===== config.mk =====
export PLATFORM = sky130hd
export DESIGN_NAME = tracking_engine
export DESIGN_NICKNAME = d
export VERILOG_FILES = /design/src/hw/te_core_pkg.sv /design/src/hw/te_regmap_pkg.sv /design/src/hw/tracking_engine.sv /design/src/hw/te_host_regs.sv /design/src/hw/te_sequencer.sv /design/src/hw/te_channel_finder.sv /design/src/hw/te_correlator_lane.sv
export SDC_FILE = /design/constraint.sdc
export NUM_CORES = 2
export LEC_CHECK = 0
export ABC_AREA = 1
export BUFFER_PORTS_ARGS = -buffer_cell sky130_fd_sc_hd__buf_4
export CELL_PAD_IN_SITES_DETAIL_PLACEMENT = 1
export CELL_PAD_IN_SITES_GLOBAL_PLACEMENT = 2
export CORE_ASPECT_RATIO = 0.6
export CORE_MARGIN = 4
export CORE_UTILIZATION = 35
export CTS_CLUSTER_SIZE = 16
export DETAILED_ROUTE_END_ITERATION = 7
export PLACE_DENSITY = 0.91
export RECOVER_POWER = 100
export SETUP_SLACK_MARGIN = 0.2
export SYNTH_ARGS = -nofsm -noshare
export SYNTH_HDL_FRONTEND = slang
export SYNTH_HIERARCHICAL = 1
export SYNTH_SLANG_ARGS = --single-unit

===== constraint.sdc =====
create_clock -name clk -period 2.68 [get_ports clk]
set_input_delay 0.536 -clock clk [delete_from_list [all_inputs] [get_ports clk]]
set_output_delay 0.536 -clock clk [all_outputs]
set_load 0.01 [all_outputs]

===== src/hw/te_core_pkg.sv =====
// datapath types, sequencer state encoding and correlation flush length

package te_core_pkg;

	// ------------------------------------------------
	// datapath widths
	// ------------------------------------------------
	typedef logic signed [7:0]  te_sample_t; // FIFO sample
	typedef logic signed [23:0] te_acc_t;    // correlation sum
	typedef logic [15:0]        te_code_t;   // lfsr state, seed, polynomial

	// ------------------------------------------------
	// round sequencer states
	// ------------------------------------------------
	// codes as the host sees them in CURR_STATE
	typedef enum logic [3:0] {
		IDLE         = 4'd0,
		START        = 4'd1,
		FIND_CHANNEL = 4'd2,
		LOAD_LANES   = 4'd3,
		READ_FIFO    = 4'd5,
		CORRELATION  = 4'd6,
		DUMP         = 4'd8,
		COR_FINISH   = 4'd9,
		TE_FINISH    = 4'd10,
		WAIT_CPU     = 4'd11,
		STAND_BY     = 4'd12
	} te_state_e;

	// cycles from the last sample until the lane sums are settled
	localparam int TE_FLUSH_CYCLES = 2;

endpackage


===== src/hw/te_regmap_pkg.sv =====
// host register map: word and address types, channel types, register addresses

package te_regmap_pkg;

	// ------------------------------------------------
	// host bus types
	// ------------------------------------------------
	typedef logic [31:0] te_word_t;     // host data word
	typedef logic [5:0]  te_reg_addr_t; // register word address

	// ------------------------------------------------
	// logical channels
	// ------------------------------------------------
	localparam int TE_NUM_CHANNELS = 8;

	typedef logic [TE_NUM_CHANNELS-1:0]         te_chan_mask_t; // one bit per channel
	typedef logic [$clog2(TE_NUM_CHANNELS)-1:0] te_chan_idx_t;

	// ------------------------------------------------
	// register addresses
	// ------------------------------------------------
	localparam te_reg_addr_t TE_CHANNEL_ENABLE = 6'd0;  // rw
	localparam te_reg_addr_t TE_COH_DATA_READY = 6'd1;  // rw, ready bitmap
	localparam te_reg_addr_t TE_POLYNOMIAL     = 6'd2;  // rw, low 16 bits
	localparam te_reg_addr_t TE_CURR_STATE     = 6'd3;  // ro, state code

	// per channel blocks, channel k at base + k
	localparam te_reg_addr_t TE_SEED_BASE      = 6'd8;  // rw
	localparam te_reg_addr_t TE_RESULT_BASE    = 6'd16; // ro, sign extended

endpackage

===== src/hw/tracking_engine.sv =====
// tracking engine top: sequencer, channel finder, correlator lanes, host registers
`timescale 1ns/1ps

module tracking_engine import te_regmap_pkg::*; import te_core_pkg::*; #(
	parameter int NUM_LANES = 4
) (
	input  logic          clk,
	input  logic          rst_b,
	// control and status
	input  logic          i_start,
	output logic          o_te_running,
	output logic          o_te_ready,
	output logic          o_te_over,
	// sample FIFO
	input  logic          i_fifo_ready,
	input  logic          i_fifo_last_data,
	input  logic          i_fifo_data_valid,
	input  te_sample_t    i_fifo_data,
	output logic          o_fifo_read,
	output logic          o_fifo_rewind,
	output logic          o_fifo_skip,
	// host register bus
	input  logic          i_reg_cs,
	input  logic          i_rd,
	input  logic          i_wr,
	input  te_reg_addr_t  i_addr,
	input  te_word_t      i_wdata,
	output te_word_t      o_reg_rdata
);

	te_state_e            state;
	logic                 latch_enable;
	logic                 find_start;
	logic                 lane_load;
	logic                 sample_en;
	logic                 dump;
	logic                 any_enabled;
	logic                 find_done;
	logic                 all_done;

	te_chan_mask_t        channel_enable;
	te_code_t             poly;
	te_code_t             seeds [TE_NUM_CHANNELS];

	logic [NUM_LANES-1:0] lane_en;
	te_chan_idx_t         lane_chan [NUM_LANES];
	te_code_t             lane_seed [NUM_LANES];
	te_acc_t              lane_acc [NUM_LANES];

	// ------------------------------------------------
	// round control
	// ------------------------------------------------
	te_sequencer u_sequencer (
		.clk               (clk),
		.rst_b             (rst_b),
		.i_start           (i_start),
		.i_fifo_ready      (i_fifo_ready),
		.i_fifo_last_data  (i_fifo_last_data),
		.i_fifo_data_valid (i_fifo_data_valid),
		.i_any_enabled     (any_enabled),
		.i_find_done       (find_done),
		.i_all_done        (all_done),
		.o_state           (state),
		.o_latch_enable    (latch_enable),
		.o_find_start      (find_start),
		.o_lane_load       (lane_load),
		.o_sample_en       (sample_en),
		.o_dump            (dump),
		.o_te_running      (o_te_running),
		.o_te_over         (o_te_over),
		.o_fifo_read       (o_fifo_read),
		.o_fifo_rewind     (o_fifo_rewind),
		.o_fifo_skip       (o_fifo_skip)
	);

	te_channel_finder #(.NUM_LANES(NUM_LANES)) u_finder (
		.clk              (clk),
		.rst_b            (rst_b),
		.i_latch_enable   (latch_enable),
		.i_find_start     (find_start),
		.i_channel_enable (channel_enable),
		.i_seeds          (seeds),
		.o_find_done      (find_done),
		.o_all_done       (all_done),
		.o_any_enabled    (any_enabled),
		.o_lane_en        (lane_en),
		.o_lane_chan      (lane_chan),
		.o_lane_seed      (lane_seed)
	);

	// ------------------------------------------------
	// correlator lanes, all on the same sample stream
	// ------------------------------------------------
	for (genvar g = 0; g < NUM_LANES; g++) begin : g_lane
		te_correlator_lane u_lane (
			.clk         (clk),
			.rst_b       (rst_b),
			.i_load      (lane_load),
			.i_seed      (lane_seed[g]),
			.i_poly      (poly),
			.i_sample_en (sample_en),
			.i_sample    (i_fifo_data),
			.o_acc       (lane_acc[g])
		);
	end

	te_host_regs #(.NUM_LANES(NUM_LANES)) u_regs (
		.clk              (clk),
		.rst_b            (rst_b),
		.i_reg_cs         (i_reg_cs),
		.i_rd             (i_rd),
		.i_wr             (i_wr),
		.i_addr           (i_addr),
		.i_wdata          (i_wdata),
		.i_state          (state),
		.i_latch_enable   (latch_enable),
		.i_dump           (dump),
		.i_lane_en        (lane_en),
		.i_lane_chan      (lane_chan),
		.i_lane_acc       (lane_acc),
		.o_channel_enable (channel_enable),
		.o_poly           (poly),
		.o_seeds          (seeds),
		.o_te_ready       (o_te_ready),
		.o_reg_rdata      (o_reg_rdata)
	);

endmodule


===== src/hw/te_host_regs.sv =====
// host registers: configuration, per channel results, ready bitmap, read mux
`timescale 1ns/1ps

module te_host_regs import te_regmap_pkg::*; import te_core_pkg::*; #(
	parameter int NUM_LANES = 4
) (
	input  logic                 clk,
	input  logic                 rst_b,
	input  logic                 i_reg_cs,
	input  logic                 i_rd,
	input  logic                 i_wr,
	input  te_reg_addr_t         i_addr,
	input  te_word_t             i_wdata,
	input  te_state_e            i_state,
	input  logic                 i_latch_enable, // new block, clear ready bits
	input  logic                 i_dump,
	input  logic [NUM_LANES-1:0] i_lane_en,
	input  te_chan_idx_t         i_lane_chan [NUM_LANES],
	input  te_acc_t              i_lane_acc [NUM_LANES],
	output te_chan_mask_t        o_channel_enable,
	output te_code_t             o_poly,
	output te_code_t             o_seeds [TE_NUM_CHANNELS],
	output logic                 o_te_ready,
	output te_word_t             o_reg_rdata
);

	localparam int ACC_W = $bits(te_acc_t);
	localparam int PAD_W = $bits(te_word_t) - ACC_W;

	te_acc_t       result_q [TE_NUM_CHANNELS];
	te_chan_mask_t ready_q;
	te_chan_mask_t dump_mask;
	te_chan_idx_t  chan_sel;
	te_acc_t       result_sel;
	logic          wr_en;
	logic          rd_en;
	logic          seed_hit;
	logic          result_hit;

	assign wr_en = i_reg_cs && i_wr;
	assign rd_en = i_reg_cs && i_rd;

	// ------------------------------------------------
	// address decode for the per channel blocks
	// ------------------------------------------------
	assign seed_hit   = (i_addr >= TE_SEED_BASE) &&
	                    (i_addr < TE_SEED_BASE + TE_NUM_CHANNELS);
	assign result_hit = (i_addr >= TE_RESULT_BASE) &&
	                    (i_addr < TE_RESULT_BASE + TE_NUM_CHANNELS);
	assign chan_sel   = te_chan_idx_t'(i_addr); // both bases are channel aligned
	assign result_sel = result_q[chan_sel];

	// ------------------------------------------------
	// configuration writes
	// ------------------------------------------------
	always_ff @(posedge clk or negedge rst_b)
		if (!rst_b) begin
			o_channel_enable <= '0;
			o_poly           <= '0;
			o_seeds          <= '{default: '0};
		end else if (wr_en) begin
			if (i_addr == TE_CHANNEL_ENABLE)
				o_channel_enable <= te_chan_mask_t'(i_wdata);
			else if (i_addr == TE_POLYNOMIAL)
				o_poly <= te_code_t'(i_wdata);
			else if (seed_hit)
				o_seeds[chan_sel] <= te_code_t'(i_wdata);
		end

	// ------------------------------------------------
	// results and ready bitmap
	// ------------------------------------------------
	always_comb begin
		dump_mask = '0;
		for (int l = 0; l < NUM_LANES; l++)
			if (i_lane_en[l])
				dump_mask[i_lane_chan[l]] = 1'b1;
	end

	always_ff @(posedge clk or negedge rst_b)
		if (!rst_b)
			result_q <= '{default: '0};
		else if (i_dump) begin
			for (int l = 0; l < NUM_LANES; l++)
				if (i_lane_en[l])
					result_q[i_lane_chan[l]] <= i_lane_acc[l];
		end

	always_ff @(posedge clk or negedge rst_b)
		if (!rst_b)
			ready_q <= '0;
		else if (wr_en && (i_addr == TE_COH_DATA_READY))
			ready_q <= te_chan_mask_t'(i_wdata); // host ack wins
		else if (i_dump)
			ready_q <= ready_q | dump_mask;
		else if (i_latch_enable)
			ready_q <= '0;

	assign o_te_ready = |ready_q;

	// ------------------------------------------------
	// read mux, same cycle as i_rd
	// ------------------------------------------------
	always_comb begin
		o_reg_rdata = '0;
		if (rd_en) begin
			if (i_addr == TE_CHANNEL_ENABLE)
				o_reg_rdata = te_word_t'(o_channel_enable);
			else if (i_addr == TE_COH_DATA_READY)
				o_reg_rdata = te_word_t'(ready_q);
			else if (i_addr == TE_POLYNOMIAL)
				o_reg_rdata = te_word_t'(o_poly);
			else if (i_addr == TE_CURR_STATE)
				o_reg_rdata = te_word_t'(i_state);
			else if (seed_hit)
				o_reg_rdata = te_word_t'(o_seeds[chan_sel]);
			else if (result_hit)
				o_reg_rdata = {{PAD_W{result_sel[ACC_W-1]}}, result_sel};
		end
	end

endmodule


===== src/hw/te_sequencer.sv =====
// round sequencer: state machine, FIFO strobes, end of block detection
`timescale 1ns/1ps

module te_sequencer import te_core_pkg::*; (
	input  logic      clk,
	input  logic      rst_b,
	input  logic      i_start,
	input  logic      i_fifo_ready,
	input  logic      i_fifo_last_data,
	input  logic      i_fifo_data_valid,
	input  logic      i_any_enabled, // at least one channel switched on
	input  logic      i_find_done,
	input  logic      i_all_done,    // no channel left for another round
	output te_state_e o_state,
	output logic      o_latch_enable,
	output logic      o_find_start,
	output logic      o_lane_load,
	output logic      o_sample_en,
	output logic      o_dump,
	output logic      o_te_running,
	output logic      o_te_over,
	output logic      o_fifo_read,
	output logic      o_fifo_rewind,
	output logic      o_fifo_skip
);

	te_state_e                  state;
	te_state_e                  next_state;
	logic [TE_FLUSH_CYCLES-1:0] last_dly; // delayed last-sample flag
	logic                       cor_done;

	// ------------------------------------------------
	// state machine
	// ------------------------------------------------
	always_ff @(posedge clk or negedge rst_b)
		if (!rst_b)
			state <= STAND_BY;
		else
			state <= next_state;

	always_comb begin
		next_state = state;
		case (state)
			STAND_BY:     if (i_start) next_state = IDLE;
			IDLE:         if (i_fifo_ready) next_state = START;
			START:        next_state = i_any_enabled ? FIND_CHANNEL : TE_FINISH;
			FIND_CHANNEL: if (i_find_done) next_state = LOAD_LANES;
			LOAD_LANES:   next_state = READ_FIFO;
			READ_FIFO:    next_state = CORRELATION;
			CORRELATION:  if (cor_done) next_state = DUMP;
			DUMP:         next_state = COR_FINISH;
			COR_FINISH:   next_state = i_all_done ? TE_FINISH : FIND_CHANNEL;
			TE_FINISH:    next_state = WAIT_CPU;
			WAIT_CPU:     if (i_start) next_state = IDLE;
			default:      next_state = STAND_BY;
		endcase
	end

	// let the lane pipelines drain after the last sample
	always_ff @(posedge clk or negedge rst_b)
		if (!rst_b)
			last_dly <= '0;
		else
			last_dly <= (last_dly << 1) | TE_FLUSH_CYCLES'(i_fifo_last_data);

	assign cor_done = last_dly[TE_FLUSH_CYCLES-1];

	// ------------------------------------------------
	// strobes to finder, lanes and registers
	// ------------------------------------------------
	// latch and find pulses fire on the transition so the finder is
	// already updated in the first cycle of the new state
	assign o_latch_enable = (state == IDLE) && i_fifo_ready;
	assign o_find_start   = (next_state == FIND_CHANNEL) && (state != FIND_CHANNEL);
	assign o_lane_load    = (state == LOAD_LANES);
	assign o_sample_en    = i_fifo_data_valid && (state == CORRELATION);
	assign o_dump         = (state == DUMP);

	assign o_state        = state;
	assign o_te_over      = (state == TE_FINISH);
	assign o_te_running   = (state != STAND_BY) && (state != WAIT_CPU);

	// ------------------------------------------------
	// FIFO strobes, high during their target state
	// ------------------------------------------------
	always_ff @(posedge clk or negedge rst_b)
		if (!rst_b) begin
			o_fifo_read   <= 1'b0;
			o_fifo_rewind <= 1'b0;
			o_fifo_skip   <= 1'b0;
		end else begin
			o_fifo_read   <= (next_state == READ_FIFO);
			o_fifo_rewind <= (next_state == COR_FINISH) && !i_all_done; // replay for next round
			o_fifo_skip   <= (next_state == TE_FINISH);
		end

endmodule


===== src/hw/te_channel_finder.sv =====
// channel finder: scans the remaining channel mask and assigns channels to lanes
`timescale 1ns/1ps

module te_channel_finder import te_regmap_pkg::*; import te_core_pkg::*; #(
	parameter int NUM_LANES = 4
) (
	input  logic                 clk,
	input  logic                 rst_b,
	input  logic                 i_latch_enable,
	input  logic                 i_find_start,
	input  te_chan_mask_t        i_channel_enable,
	input  te_code_t             i_seeds [TE_NUM_CHANNELS],
	output logic                 o_find_done,
	output logic                 o_all_done,
	output logic                 o_any_enabled,
	output logic [NUM_LANES-1:0] o_lane_en,
	output te_chan_idx_t         o_lane_chan [NUM_LANES],
	output te_code_t             o_lane_seed [NUM_LANES]
);

	localparam int CNT_W = $clog2(NUM_LANES + 1);

	te_chan_mask_t    remain_q;  // channels not yet served this block
	te_chan_idx_t     scan_idx;
	logic [CNT_W-1:0] lane_cnt;  // next free lane
	logic             busy;
	logic             hit;
	logic             lanes_full;
	logic             scan_end;

	assign hit        = busy && remain_q[scan_idx];
	assign lanes_full = hit && (lane_cnt == CNT_W'(NUM_LANES - 1));
	assign scan_end   = busy && (scan_idx == te_chan_idx_t'(TE_NUM_CHANNELS - 1));

	assign o_find_done   = lanes_full || scan_end;
	assign o_all_done    = ~|remain_q;
	assign o_any_enabled = |i_channel_enable;

	// one channel examined per cycle, lowest number first
	always_ff @(posedge clk or negedge rst_b)
		if (!rst_b) begin
			remain_q    <= '0;
			scan_idx    <= '0;
			lane_cnt    <= '0;
			busy        <= 1'b0;
			o_lane_en   <= '0;
			o_lane_chan <= '{default: '0};
		end else if (i_latch_enable) begin
			remain_q <= i_channel_enable;
		end else if (i_find_start) begin
			busy      <= 1'b1;
			scan_idx  <= '0;
			lane_cnt  <= '0;
			o_lane_en <= '0; // unassigned lanes stay off this round
		end else if (busy) begin
			if (hit) begin
				remain_q[scan_idx] <= 1'b0;
				lane_cnt           <= lane_cnt + 1'b1;
				for (int l = 0; l < NUM_LANES; l++) begin
					if (lane_cnt == CNT_W'(l)) begin
						o_lane_en[l]   <= 1'b1;
						o_lane_chan[l] <= scan_idx;
					end
				end
			end
			scan_idx <= scan_idx + 1'b1;
			if (o_find_done)
				busy <= 1'b0;
		end

	// seed follows the assigned channel
	always_comb begin
		for (int l = 0; l < NUM_LANES; l++)
			o_lane_seed[l] = i_seeds[o_lane_chan[l]];
	end

endmodule


===== src/hw/te_correlator_lane.sv =====
// correlator lane: galois lfsr code generator and signed despreading accumulator
`timescale 1ns/1ps

module te_correlator_lane import te_core_pkg::*; (
	input  logic       clk,
	input  logic       rst_b,
	input  logic       i_load,      // take seed, clear sum
	input  te_code_t   i_seed,
	input  te_code_t   i_poly,
	input  logic       i_sample_en,
	input  te_sample_t i_sample,
	output te_acc_t    o_acc
);

	te_code_t lfsr_q;
	te_code_t lfsr_next;
	te_acc_t  acc_q;
	te_acc_t  sample_ext;
	logic     chip;

	assign chip       = lfsr_q[0];
	assign sample_ext = te_acc_t'(i_sample); // sign extends

	// right shift, feedback folded in when the outgoing bit is set
	assign lfsr_next  = chip ? ((lfsr_q >> 1) ^ i_poly) : (lfsr_q >> 1);

	// ------------------------------------------------
	// code generator
	// ------------------------------------------------
	always_ff @(posedge clk or negedge rst_b)
		if (!rst_b)
			lfsr_q <= '0;
		else if (i_load)
			lfsr_q <= i_seed;
		else if (i_sample_en)
			lfsr_q <= lfsr_next;

	// ------------------------------------------------
	// despreading accumulator
	// ------------------------------------------------
	always_ff @(posedge clk or negedge rst_b)
		if (!rst_b)
			acc_q <= '0;
		else if (i_load)
			acc_q <= '0;
		else if (i_sample_en) begin
			if (chip)
				acc_q <= acc_q + sample_ext;
			else
				acc_q <= acc_q - sample_ext; // chip 0 maps to -1
		end

	assign o_acc = acc_q;

endmodule


==> results.json <==
{
  "synth.avg_cell_area_sq_um": 6.24,
  "syn_inst": 7429,
  "fin_nets": 8122,
  "die_h_microns": 290,
  "syn_area_sq_um": 46300,
  "violations": "max-capacitance violations, max-slew violations, negative setup slack",
  "fin_ws_ns": -0.0803,
  "hold_viol_final": 0,
  "yosys-top-cells-count": "nand2_1, o21ai_0, inv_1",
  "p_leak_nw": 28.8,
  "synth_most_common_cell": "nand2_1",
  "synth_fp_nets": 7615,
  "io-pin-count": 93,
  "gr-usage-met2": 0.461,
  "htree_levels": 3,
  "synth.top_cell.area_share": 0.297,
  "instances_no_fill": 9721,
  "status": "complete, but fails checks",
  "drv_cap": 1,
  "yosysTopAreaCell": "dfrtp_1",
  "grt_max_degree": 113,
  "grt_pass1_vias": 56536,
  "drt-initial-drc-count": 7577,
  "antenna_found_initial": 13,
  "vias": 58566,
  "finalSetupViolCount": 12,
  "ys_seq_elements": 552,
  "rsz0062_at_grt": "yes",
  "cp.arrival_ns": 2.22,
  "synth-edff-count": 0,
  "max_freq_ghz": 0.362,
  "die_w_microns": 478,
  "grt_use_met1": 0.506,
  "critical_path_class": "in -> out",
  "hp-class": "in -> reg",
  "async_reset_ff_frac": 1.00,
  "syn2layout_area_growth_pct": 32.2,
  "pwr_density_cell_nw_per_um2": 1290,
  "tritoncts": "built",
  "yosys_warnings": 6,
  "finalCritPeriodShare": 1.03,
  "cts_buffers": 66,
  "grtUsageTotal": 0.348,
  "num_rows": 103,
  "met3_usage": 0.141,
  "synth-seq-area-share": 0.298,
  "globalplace.congestion": 0.956,
  "insertion_delay_ns": 0.68,
  "wl_microns": 260000,
  "maxSlewHeadroom": -0.100,
  "critPathLaunchType": "input pin",
  "maxSlewViolCount": 35,
  "core_area_sq_um": 131000,
  "synth_area_leaders": "dfrtp_1, nand2_1, o21ai_0, inv_1, a21oi_1",
  "ant_nets": 0,
  "top_usage_layer": "met1",
  "final.setup.tns_ns": -0.578,
  "placed_cells": 9415,
  "initial_core_util": 0.352,
  "layout_min_cycle_time_ns": 2.76,
  "grt_first_pass_wirelength_microns": 369000,
  "dpl.hpwl_microns": 174000,
  "fin_skew_ns": 0.0246,
  "ir_drop_mv": 0.747,
  "ys_types": 55,
  "crit_path_end_kind": "output pin",
  "via_per_inst": 6.02,
  "root_buffer": "clkbuf_16",
  "grt_overflow": 0,
  "drive_above_1_share": 0.230,
  "dr.pass1.iters": 6,
  "numPortBuffers": 76,
  "worstMarginPinSlew_ns": 1.65,
  "post_drt_wl_per_cell_microns": 26.8,
  "worstPathRequired_ns": 2.14,
  "clock_path_buffers": 3,
  "die_area_sq_um": 138000,
  "p_total_mw": 78.8,
  "cts.clk_slew.worst_paths_ns": 0.07,
  "ys.flop_type": "dfrtp_1",
  "cts_sinks": 552,
  "drc": 0,
  "critPathMaxFanout": 12
}
[path summary, 6_finish.rpt]
kind / from / to / slack, ns / cells past startpoint
setup / recovery: i_addr[0] / o_reg_rdata[12] / -0.08 / 12
setup reg to reg: u_sequencer/o_state[3] / u_regs/result_q[104] / 0.04 / 10
hold reg to reg: u_sequencer/last_dly[0] / u_sequencer/last_dly[1] / 0.36 / 0
hold / removal: i_wdata[4] / u_regs/ready_q[4] / 0.13 / 3
max in group asynchronous: rst_b / u_regs/o_seeds[27] / 0.19 / 3
min in group asynchronous: rst_b / u_regs/result_q[66] / 0.84 / 2
[flip-flops by register name, summed over array words and instances, names as in the netlist]
register	flops
g_lane.u_lane/lfsr_q	64
g_lane.u_lane/o_acc	96
u_finder/busy	1
u_finder/lane_cnt	3
u_finder/o_lane_chan	12
u_finder/o_lane_en	4
u_finder/remain_q	8
u_finder/scan_idx	3
u_regs/o_channel_enable	8
u_regs/o_poly	16
u_regs/o_seeds	128
u_regs/ready_q	8
u_regs/result_q	192
u_sequencer/last_dly	2
u_sequencer/o_fifo_read	1
u_sequencer/o_fifo_rewind	1
u_sequencer/o_fifo_skip	1
u_sequencer/o_state	4
[kinds of logic after synthesis]
logic type	synth area share
AND/OR/NAND/NOR	0.309
AO/OA/AOI/OAI	0.232
buffers and inverters	0.102
flip-flops	0.298
adder cells (fa/ha/maj)	0.0360
XOR/XNOR	0.0197
multiplexers	0.00410
[cells in the final DEF (no fill, tap or decap), drive strengths merged, types with 4 or more instances in the layout]
cell | Yosys | layout
o21ai | 1117 | 1117
ha | 127 | 127
clkinvlp | 0 | 8
o31ai | 6 | 6
nand2 | 2437 | 2437
nand4 | 47 | 47
nand3 | 368 | 368
nor2 | 550 | 551
xor2 | 76 | 76
xnor2 | 28 | 28
inv | 732 | 730
diode | 0 | 6
clkbuf | 248 | 107
mux2i | 19 | 19
buf | 192 | 863
nand3b | 16 | 16
a31oi | 88 | 88
nor3 | 34 | 34
fa | 4 | 4
o22ai | 7 | 7
o221ai | 18 | 18
clkinv | 5 | 9
o211ai | 168 | 168
o21bai | 75 | 75
or2 | 18 | 18
bufinv | 0 | 8
dfrtp | 550 | 550
a21oi | 474 | 474
a22o | 4 | 4
nor4 | 4 | 4
[through the flow]
step	cell area [sq um]	worst slack (ns)	hold WS, ns	utilization
final	61300	-0.0803	0.131	0.466
after global routing	61200	-0.158	0.139	0.466
after CTS	57700	-0.0949	0.0975	0.439
after detailed placement	53100	-0.525	0.348	0.404
after global placement	53100	-0.475	0.339	0.404
after floorplan	46600	0.174	0.240	-
[layout make-up]
class,instances,area (sq um)
antenna,6,15.0
clock buffer,97,1990
clock inverter,18,303
fill,16673,70200
inverter,737,2840
multi-input combinational,5701,31800
sequential,552,13900
tap,1732,2170
timing repair buffer,878,8320
[report_power, final]
| part | internal [mW] | switching, mW |
|---|---|---|
| logic | 19.9 | 33.8 |
| registers | 11.0 | 3.78 |
| clock network | 5.92 | 4.32 |
| total | 36.9 | 41.9 |
[what timing repair did]
action	4_1_cts	5_1_grt
gates cloned	8	1
endpoints found under the setup margin	123	169
buffers inserted	77	97
pin swaps	97	239
endpoints found under the hold margin	21	0
hold buffers	2	0
resized for setup	366	635
[worst max-delay path, cell delays in order]
cell and delay (ns):
buf_16 0.14, inv_16 0.09, nand2_2 0.10, buf_12 0.18, buf_12 0.15, or2_2 0.27
o2111ai_1 0.10, nand3_2 0.18, nand2_4 0.12, a21oi_4 0.06, buf_6 0.14, buf_6 0.11
[per-layer routing]
| metal | wire length [microns] | vias to the layer above | part of all wire |
|---|---|---|---|
| met1 | 110000 | 28954 | 0.42 |
| met4 | 9620 | 2 | 0.037 |
| met5 | 13 | - | 0.000050 |
| li1 | - | 25311 | - |
| met3 | 38800 | 660 | 0.15 |
| met2 | 102000 | 3639 | 0.39 |
No activity file was read; power rests on OpenSTA's default activity.
